File: src/common/hc_pkg.sv
// Host-channel data width localparams and the word, offset and length types.

package hc_pkg;

  // ~~~~~~~~~~~~~~~~~~~~~~~~~~~~~~~~~~~~~~~~~~~~~~~~~~
  // Widths
  // ~~~~~~~~~~~~~~~~~~~~~~~~~~~~~~~~~~~~~~~~~~~~~~~~~~

  localparam int HC_DATA_WIDTH   = 64;
  localparam int HC_OFFSET_WIDTH = 8;
  localparam int HC_LENGTH_WIDTH = 8;

  // ~~~~~~~~~~~~~~~~~~~~~~~~~~~~~~~~~~~~~~~~~~~~~~~~~~
  // Types
  // ~~~~~~~~~~~~~~~~~~~~~~~~~~~~~~~~~~~~~~~~~~~~~~~~~~

  // One buffer word.
  typedef logic [HC_DATA_WIDTH-1:0] hc_data_t;

  // Word offset into a buffer.
  typedef logic [HC_OFFSET_WIDTH-1:0] hc_offset_t;

  // Words per transfer, 1 to 255; zero is taken as one.
  typedef logic [HC_LENGTH_WIDTH-1:0] hc_length_t;

endpackage : hc_pkg

File: src/common/loopback_pkg.sv
// Loopback engine FIFO depth, fill level type and state machine enums.

package loopback_pkg;

  // ~~~~~~~~~~~~~~~~~~~~~~~~~~~~~~~~~~~~~~~~~~~~~~~~~~
  // FIFO sizing
  // ~~~~~~~~~~~~~~~~~~~~~~~~~~~~~~~~~~~~~~~~~~~~~~~~~~

  localparam int LOOPBACK_FIFO_DEPTH  = 16;                          // Power of two.
  localparam int LOOPBACK_LEVEL_WIDTH = $clog2(LOOPBACK_FIFO_DEPTH) + 1; // Holds 0..DEPTH.

  typedef logic [LOOPBACK_LEVEL_WIDTH-1:0] fifo_level_t;

  // ~~~~~~~~~~~~~~~~~~~~~~~~~~~~~~~~~~~~~~~~~~~~~~~~~~
  // State machines
  // ~~~~~~~~~~~~~~~~~~~~~~~~~~~~~~~~~~~~~~~~~~~~~~~~~~

  typedef enum logic {
    RD_IDLE,
    RD_READING
  } read_state_t;

  typedef enum logic [1:0] {
    WR_IDLE,
    WR_DRAIN,
    WR_DONE
  } write_state_t;

endpackage : loopback_pkg

File: src/design/loopback_fifo.sv
// Synchronous FIFO with registered dequeue data, empty/full flags and fill level.

module loopback_fifo
  import hc_pkg::*, loopback_pkg::*;
#(
  parameter int FIFO_WIDTH = HC_DATA_WIDTH,
  parameter int FIFO_DEPTH = LOOPBACK_FIFO_DEPTH
)
(
  input  logic                  clk,
  input  logic                  reset,
  input  logic                  enq_en,
  input  logic [FIFO_WIDTH-1:0] enq_data,
  input  logic                  deq_en,
  output logic [FIFO_WIDTH-1:0] deq_data,
  output logic                  empty,
  output logic                  full,
  output fifo_level_t           level
);

  localparam int PTR_WIDTH = $clog2(FIFO_DEPTH);

  logic [FIFO_WIDTH-1:0] mem [FIFO_DEPTH];

  logic [PTR_WIDTH-1:0] wr_ptr;
  logic [PTR_WIDTH-1:0] rd_ptr;

  // ~~~~~~~~~~~~~~~~~~~~~~~~~~~~~~~~~~~~~~~~~~~~~~~~~~
  // Pointers and level
  // ~~~~~~~~~~~~~~~~~~~~~~~~~~~~~~~~~~~~~~~~~~~~~~~~~~

  always_ff @(posedge clk or posedge reset) begin
    if (reset) begin
      wr_ptr <= '0;
      rd_ptr <= '0;
      level  <= '0;
    end
    else begin
      if (enq_en) begin
        wr_ptr <= wr_ptr + 1'b1; // Wraps, depth is a power of two.
      end
      if (deq_en) begin
        rd_ptr <= rd_ptr + 1'b1;
      end
      case ({enq_en, deq_en})
        2'b10:   level <= level + 1'b1;
        2'b01:   level <= level - 1'b1;
        default: level <= level; // Both or neither.
      endcase
    end
  end

  // ~~~~~~~~~~~~~~~~~~~~~~~~~~~~~~~~~~~~~~~~~~~~~~~~~~
  // Storage and read port
  // ~~~~~~~~~~~~~~~~~~~~~~~~~~~~~~~~~~~~~~~~~~~~~~~~~~

  always_ff @(posedge clk) begin
    if (enq_en) begin
      mem[wr_ptr] <= enq_data;
    end
    if (deq_en) begin
      deq_data <= mem[rd_ptr]; // Valid the cycle after the pop.
    end
  end

  assign empty = (level == '0);
  assign full  = (level == fifo_level_t'(FIFO_DEPTH));

endmodule : loopback_fifo

File: src/loopback/read_streamer.sv
// Job start control, credit-checked read request generation and response capture.

module read_streamer
  import hc_pkg::*, loopback_pkg::*;
(
  input  logic        clk,
  input  logic        reset,
  input  logic        start,
  input  hc_length_t  length,
  output logic        rd_req,
  output hc_offset_t  rd_offset,
  input  logic        rd_valid,
  input  hc_data_t    rd_data,
  input  fifo_level_t fifo_level,
  output logic        enq_en,
  output hc_data_t    enq_data,
  output logic        job_start,
  output hc_length_t  job_length
);

  read_state_t state;
  hc_length_t  len_q;
  hc_offset_t  last_offset;
  logic        last_issued;
  logic        drained;
  logic [1:0]  in_flight;                         // Requested, not yet enqueued.
  logic [LOOPBACK_LEVEL_WIDTH:0] credit_used;

  assign last_offset = len_q - 1'b1;
  assign job_length  = len_q;

  assign credit_used = {1'b0, fifo_level} + {{(LOOPBACK_LEVEL_WIDTH-1){1'b0}}, in_flight};

  assign rd_req = (state == RD_READING) && !last_issued &&
                  (credit_used < LOOPBACK_FIFO_DEPTH);

  // Job is over once every word has left the FIFO.
  assign drained = last_issued && (in_flight == 2'd0) && (fifo_level == '0);

  // ~~~~~~~~~~~~~~~~~~~~~~~~~~~~~~~~~~~~~~~~~~~~~~~~~~
  // Request FSM
  // ~~~~~~~~~~~~~~~~~~~~~~~~~~~~~~~~~~~~~~~~~~~~~~~~~~

  always_ff @(posedge clk or posedge reset) begin
    if (reset) begin
      state       <= RD_IDLE;
      len_q       <= '0;
      rd_offset   <= '0;
      last_issued <= 1'b0;
      job_start   <= 1'b0;
    end
    else begin
      job_start <= 1'b0;
      case (state)
        RD_IDLE: begin
          if (start) begin
            len_q       <= (length == '0) ? hc_length_t'(1) : length;
            rd_offset   <= '0;
            last_issued <= 1'b0;
            job_start   <= 1'b1; // Seen by the write side next cycle.
            state       <= RD_READING;
          end
        end
        RD_READING: begin
          if (rd_req) begin
            rd_offset <= rd_offset + 1'b1;
            if (rd_offset == last_offset) begin
              last_issued <= 1'b1;
            end
          end
          if (drained) begin
            state <= RD_IDLE;
          end
        end
      endcase
    end
  end

  always_ff @(posedge clk or posedge reset) begin
    if (reset) begin
      in_flight <= 2'd0;
      enq_en    <= 1'b0;
    end
    else begin
      in_flight <= in_flight + {1'b0, rd_req} - {1'b0, enq_en};
      enq_en    <= rd_valid;
    end
  end

  always_ff @(posedge clk) begin
    enq_data <= rd_data;
  end

endmodule : read_streamer

File: src/loopback/write_streamer.sv
// FIFO drain under write back-pressure, write offset counter and finish flag.

module write_streamer
  import hc_pkg::*, loopback_pkg::*;
(
  input  logic       clk,
  input  logic       reset,
  input  logic       job_start,
  input  hc_length_t job_length,
  input  logic       fifo_empty,
  output logic       deq_en,
  input  hc_data_t   deq_data,
  input  logic       wr_full,
  output logic       wr_en,
  output hc_offset_t wr_offset,
  output hc_data_t   wr_data,
  output logic       finish
);

  write_state_t state;
  hc_length_t   len_q;
  hc_offset_t   wr_count;
  hc_offset_t   last_offset;

  assign last_offset = len_q - 1'b1;

  // ~~~~~~~~~~~~~~~~~~~~~~~~~~~~~~~~~~~~~~~~~~~~~~~~~~
  // Pop and write strobes
  // ~~~~~~~~~~~~~~~~~~~~~~~~~~~~~~~~~~~~~~~~~~~~~~~~~~

  // A write already in flight when wr_full rises is still taken.
  assign deq_en = (state == WR_DRAIN) && !fifo_empty && !wr_full;

  assign wr_data   = deq_data;   // Registered in the FIFO.
  assign wr_offset = wr_count;
  assign finish    = (state == WR_DONE);

  always_ff @(posedge clk or posedge reset) begin
    if (reset) begin
      wr_en <= 1'b0;
    end
    else begin
      wr_en <= deq_en; // One cycle behind the pop.
    end
  end

  // ~~~~~~~~~~~~~~~~~~~~~~~~~~~~~~~~~~~~~~~~~~~~~~~~~~
  // Drain FSM
  // ~~~~~~~~~~~~~~~~~~~~~~~~~~~~~~~~~~~~~~~~~~~~~~~~~~

  always_ff @(posedge clk or posedge reset) begin
    if (reset) begin
      state    <= WR_IDLE;
      len_q    <= '0;
      wr_count <= '0;
    end
    else if (job_start) begin
      len_q    <= job_length;
      wr_count <= '0;
      state    <= WR_DRAIN;
    end
    else begin
      if (wr_en) begin
        wr_count <= wr_count + 1'b1;
      end
      case (state)
        WR_DRAIN: begin
          if (wr_en && (wr_count == last_offset)) begin
            state <= WR_DONE; // Finish shows the next cycle.
          end
        end
        WR_DONE: state <= WR_DONE; // Held until the next job.
        default: state <= WR_IDLE;
      endcase
    end
  end

endmodule : write_streamer

File: src/loopback/loopback_top.sv
// Loopback engine top level joining read streamer, FIFO and write streamer.

module loopback_top
  import hc_pkg::*, loopback_pkg::*;
(
  input  logic       clk,
  input  logic       reset,
  input  logic       start,
  input  hc_length_t length,
  output logic       rd_req,
  output hc_offset_t rd_offset,
  input  hc_data_t   rd_data,
  input  logic       rd_valid,
  output logic       wr_en,
  output hc_offset_t wr_offset,
  output hc_data_t   wr_data,
  input  logic       wr_full,
  output logic       finish
);

  logic        job_start;
  hc_length_t  job_length;
  fifo_level_t fifo_level;
  logic        fifo_empty;
  logic        enq_en;
  hc_data_t    enq_data;
  logic        deq_en;
  hc_data_t    deq_data;

  read_streamer u_read_streamer (
    .clk        (clk),
    .reset      (reset),
    .start      (start),
    .length     (length),
    .rd_req     (rd_req),
    .rd_offset  (rd_offset),
    .rd_valid   (rd_valid),
    .rd_data    (rd_data),
    .fifo_level (fifo_level),
    .enq_en     (enq_en),
    .enq_data   (enq_data),
    .job_start  (job_start),
    .job_length (job_length)
  );

  loopback_fifo u_loopback_fifo (
    .clk      (clk),
    .reset    (reset),
    .enq_en   (enq_en),
    .enq_data (enq_data),
    .deq_en   (deq_en),
    .deq_data (deq_data),
    .empty    (fifo_empty),
    .full     (),           // Credit check keeps it from overflowing.
    .level    (fifo_level)
  );

  write_streamer u_write_streamer (
    .clk        (clk),
    .reset      (reset),
    .job_start  (job_start),
    .job_length (job_length),
    .fifo_empty (fifo_empty),
    .deq_en     (deq_en),
    .deq_data   (deq_data),
    .wr_full    (wr_full),
    .wr_en      (wr_en),
    .wr_offset  (wr_offset),
    .wr_data    (wr_data),
    .finish     (finish)
  );

endmodule : loopback_top

File: config.mk
export PLATFORM = sky130hd
export DESIGN_NAME = loopback_top
export DESIGN_NICKNAME = d
export VERILOG_FILES = /design/src/common/hc_pkg.sv /design/src/common/loopback_pkg.sv /design/src/design/loopback_fifo.sv /design/src/loopback/read_streamer.sv /design/src/loopback/write_streamer.sv /design/src/loopback/loopback_top.sv
export SDC_FILE = /design/constraint.sdc
export NUM_CORES = 1
export LEC_CHECK = 0
export BUFFER_PORTS_ARGS = -buffer_cell sky130_fd_sc_hd__buf_4
export CORE_ASPECT_RATIO = 0.7
export CORE_MARGIN = 5
export CORE_UTILIZATION = 64
export CTS_BUF_LIST = sky130_fd_sc_hd__clkbuf_4
export DETAILED_ROUTE_END_ITERATION = 10
export PLACE_DENSITY = 0.89
export SLEW_MARGIN = 20
export SYNTH_ARGS = -nofsm -noshare
export SYNTH_HDL_FRONTEND = slang
export SYNTH_HIERARCHICAL = 1
export SYNTH_SLANG_ARGS = --single-unit
export TNS_END_PERCENT = 20
File: constraint.sdc
create_clock -name clk -period 10.2 [get_ports clk]
set_clock_uncertainty 0.1 [all_clocks]
set_input_delay 0.51 -clock clk [delete_from_list [all_inputs] [get_ports clk]]
set_output_delay 0.51 -clock clk [all_outputs]
set_load 0.01 [all_outputs]
==> flow_summary.yaml <==
run_status:
  status: "complete, no violations"
critical_path:
  crit_type: "reg2reg"
  critPathSlowestCell: "buf_4"
  crit_path_end_kind: "register"
  crit_buf_inv: 2
  cp_cell_sequence: "nor4_1, nor2b_1, nor3b_2, buf_4, buf_4, ha_1, xor2_1, ha_1, or2_2, a31oi_1, o32ai_1, xor2_1"
  arrival_ps: 5110
  startpoint_type: "register"
  critPathRequiredTime_ps: 11110
  critPathTopFamily: "buffers and inverters"
  critPathMaxFanout: 55
  max_stage_delay_ps: 920
drt:
  viasPerCell: 6.56
  drtIter0Drc: 3010
  dr_wl_met3_um: 13000
  top_layer: "met4"
  routed_wirelength_um: 110000
  drc: 0
  vias: 24088
  postRouteAntennaNets: 0
  first_pass_iters: 8
  wl_met1_um: 37300
  routedWlPerCell_um: 30.0
  wl_met2_um: 55500
place:
  dp_hpwl_um: 52100
  io_buffers: 159
  gp_congestion: 0.830
floorplan:
  die_h_um: 232
  die-area_mm2: 0.0761
  rows: 81
  core_mm2: 0.0699
  start_util_pct: 64.6
  die_width_um: 328
  ios: 160
power:
  power_switching_share_pct: 26.1
  max-vdd-ir-drop_mv: 0.154
  switchingPower_mw: 3.06
  power_density_mw_per_mm2: 226
  p_total_mw: 11.7
  seqPwrFrac_pct: 52.5
  pwr-share-comb_pct: 14.0
  power_frac_clock_pct: 33.5
  internal-power_mw: 8.66
  p_leak_nw: 17.5
grt:
  gr-total-overflow: 0
  antenna_found_initial: 2
  grt_max_degree: 154
  grt_use_total_pct: 29.5
  grt_pass1_vias: 25490
  grt_pass1_wl_um: 163000
cts:
  post-cts-setup-buffers: 0
  clk_pin_slew_ps: 70
  clock_latency_ps: 1150
  postCtsHoldBufs: 154
  cts.sinks: 1206
  cts_buffer_depth: 4
  cts_tree: "built"
  cts_resized: 0
  cts_buffers: 288
  clockRootBuffer: "clkbuf_4"
  h-tree-depth: 5
timing:
  tns_ps: 0
  finalMaxSlewViolations: 0
  min_period_ps: 4200
  min_period_over_period_pct: 41.2
  hold_viol: 0
  whs_ps: 101
  worst-slew-pin-transition_ps: 1120
  grt_setup_unrepaired: "no"
  timing.fmax_mhz: 238
  max_slew_margin_pct: 25.3
  finalSetupViolCount: 0
finish:
  fill_cells: 3634
  drive_gt1_share_pct: 33.9
  syn_to_final_growth_pct: 15.0
  multiInputGateArea_mm2: 0.00882
  seqCellArea_mm2: 0.0353
  final_nets: 2654
synthesis:
  syn_area_mm2: 0.0452
  synth_warnings: 6
  synthesis.nets: 2184
  synth_cells: 2089
  syn_area_per_cell_um2: 21.6
worst_hold_path:
  hold_path.class: "in2reg"
run:
  cap_violations: 0
[metrics by stage]
step	area, um2	util [%]	setup WS [ps]	instances
global route	51900	74.3	5890	3673
global placement	46800	66.9	6260	3026
CTS	51900	74.2	6040	3665
floorplan	45200	-	2130	2089
detailed placement	46800	66.9	6070	3026
finish	51900	74.3	6000	3674
[state kept, by name, indices dropped and copies added, names as in the netlist]
register,flops
u_loopback_fifo/mem,1024
u_loopback_fifo/deq_data,64
u_read_streamer/enq_data,64
u_read_streamer/job_length,8
u_read_streamer/rd_offset,8
u_write_streamer/len_q,8
u_write_streamer/wr_offset,8
u_loopback_fifo/level,5
u_loopback_fifo/rd_ptr,4
u_loopback_fifo/wr_ptr,4
u_read_streamer/in_flight,2
u_write_streamer/state,2
u_read_streamer/enq_en,1
u_read_streamer/job_start,1
u_read_streamer/last_issued,1
u_read_streamer/state,1
u_write_streamer/wr_en,1
[worst min-delay path: stages]
cell           delay [ps]
dlygate4sd3_1         520
buf_4                 120
nor2_1                 40
a31oi_1               120
[power by group through the flow]
stage	Sequential, mW	Clock, mW	Combinational [mW]
6_report	6.15	3.93	1.64
5_1_grt	6.19	4.28	1.73
4_1_cts	6.16	3.94	1.59
3_5_place_dp	6.26	0	1.52
3_3_place_gp	6.19	0	1.46
2_1_floorplan	6.14	0	1.16
[final timing paths]
check	slack [ps]	start	end	cells after the start
min in group asynchronous	620	reset	u_write_streamer/wr_en	4
min reg2reg	440	u_write_streamer/len_q[7]	u_write_streamer/len_q[7]	1
max reg2reg	6000	u_loopback_fifo/level[1]	u_loopback_fifo/level[4]	12
max in group asynchronous	8150	reset	u_read_streamer/job_length[4]	5
max	6000	u_loopback_fifo/level[1]	u_loopback_fifo/level[4]	12
min	100	start	u_read_streamer/state	4
[area by class of cell]
class                           count  share of cell area (%)
Sequential cell                  1206                    68.0
Multi-Input combinational cell    703                    17.0
Clock buffer                      431                    6.23
Timing Repair Buffer              343                    5.82
Tap cell                          913                    2.20
Clock inverter                     54                   0.614
Inverter                           17                   0.123
Antenna cell                        7                  0.0337
[cells in the final DEF (no fill, tap or decap), types with 7 or more instances in the layout]
master	n
nand3_1	8
a22oi_1	129
nand4_1	9
nor2_1	22
clkinv_1	39
nor3_1	7
mux4_2	256
xnor2_1	24
nand2_1	106
a21oi_1	7
buf_4	185
dfxtp_1	64
inv_1	16
ha_1	18
and2_4	17
dlygate4sd3_1	154
o21ai_0	13
xor2_1	18
edfxtp_1	1088
diode_2	7
clkbuf_4	431
dfrtp_1	52
mux2_2	8
[per-layer routing]
| layer | global-route usage [%] | vias to the layer above |
|---|---|---|
| met3 | 8.09 | 322 |
| met4 | 13.7 | 0 |
| met2 | 48.0 | 1913 |
| met5 | 0 | - |
| li1 | - | 9619 |
| met1 | 38.1 | 12234 |
Note: power is estimated with default switching activity, not from simulation.
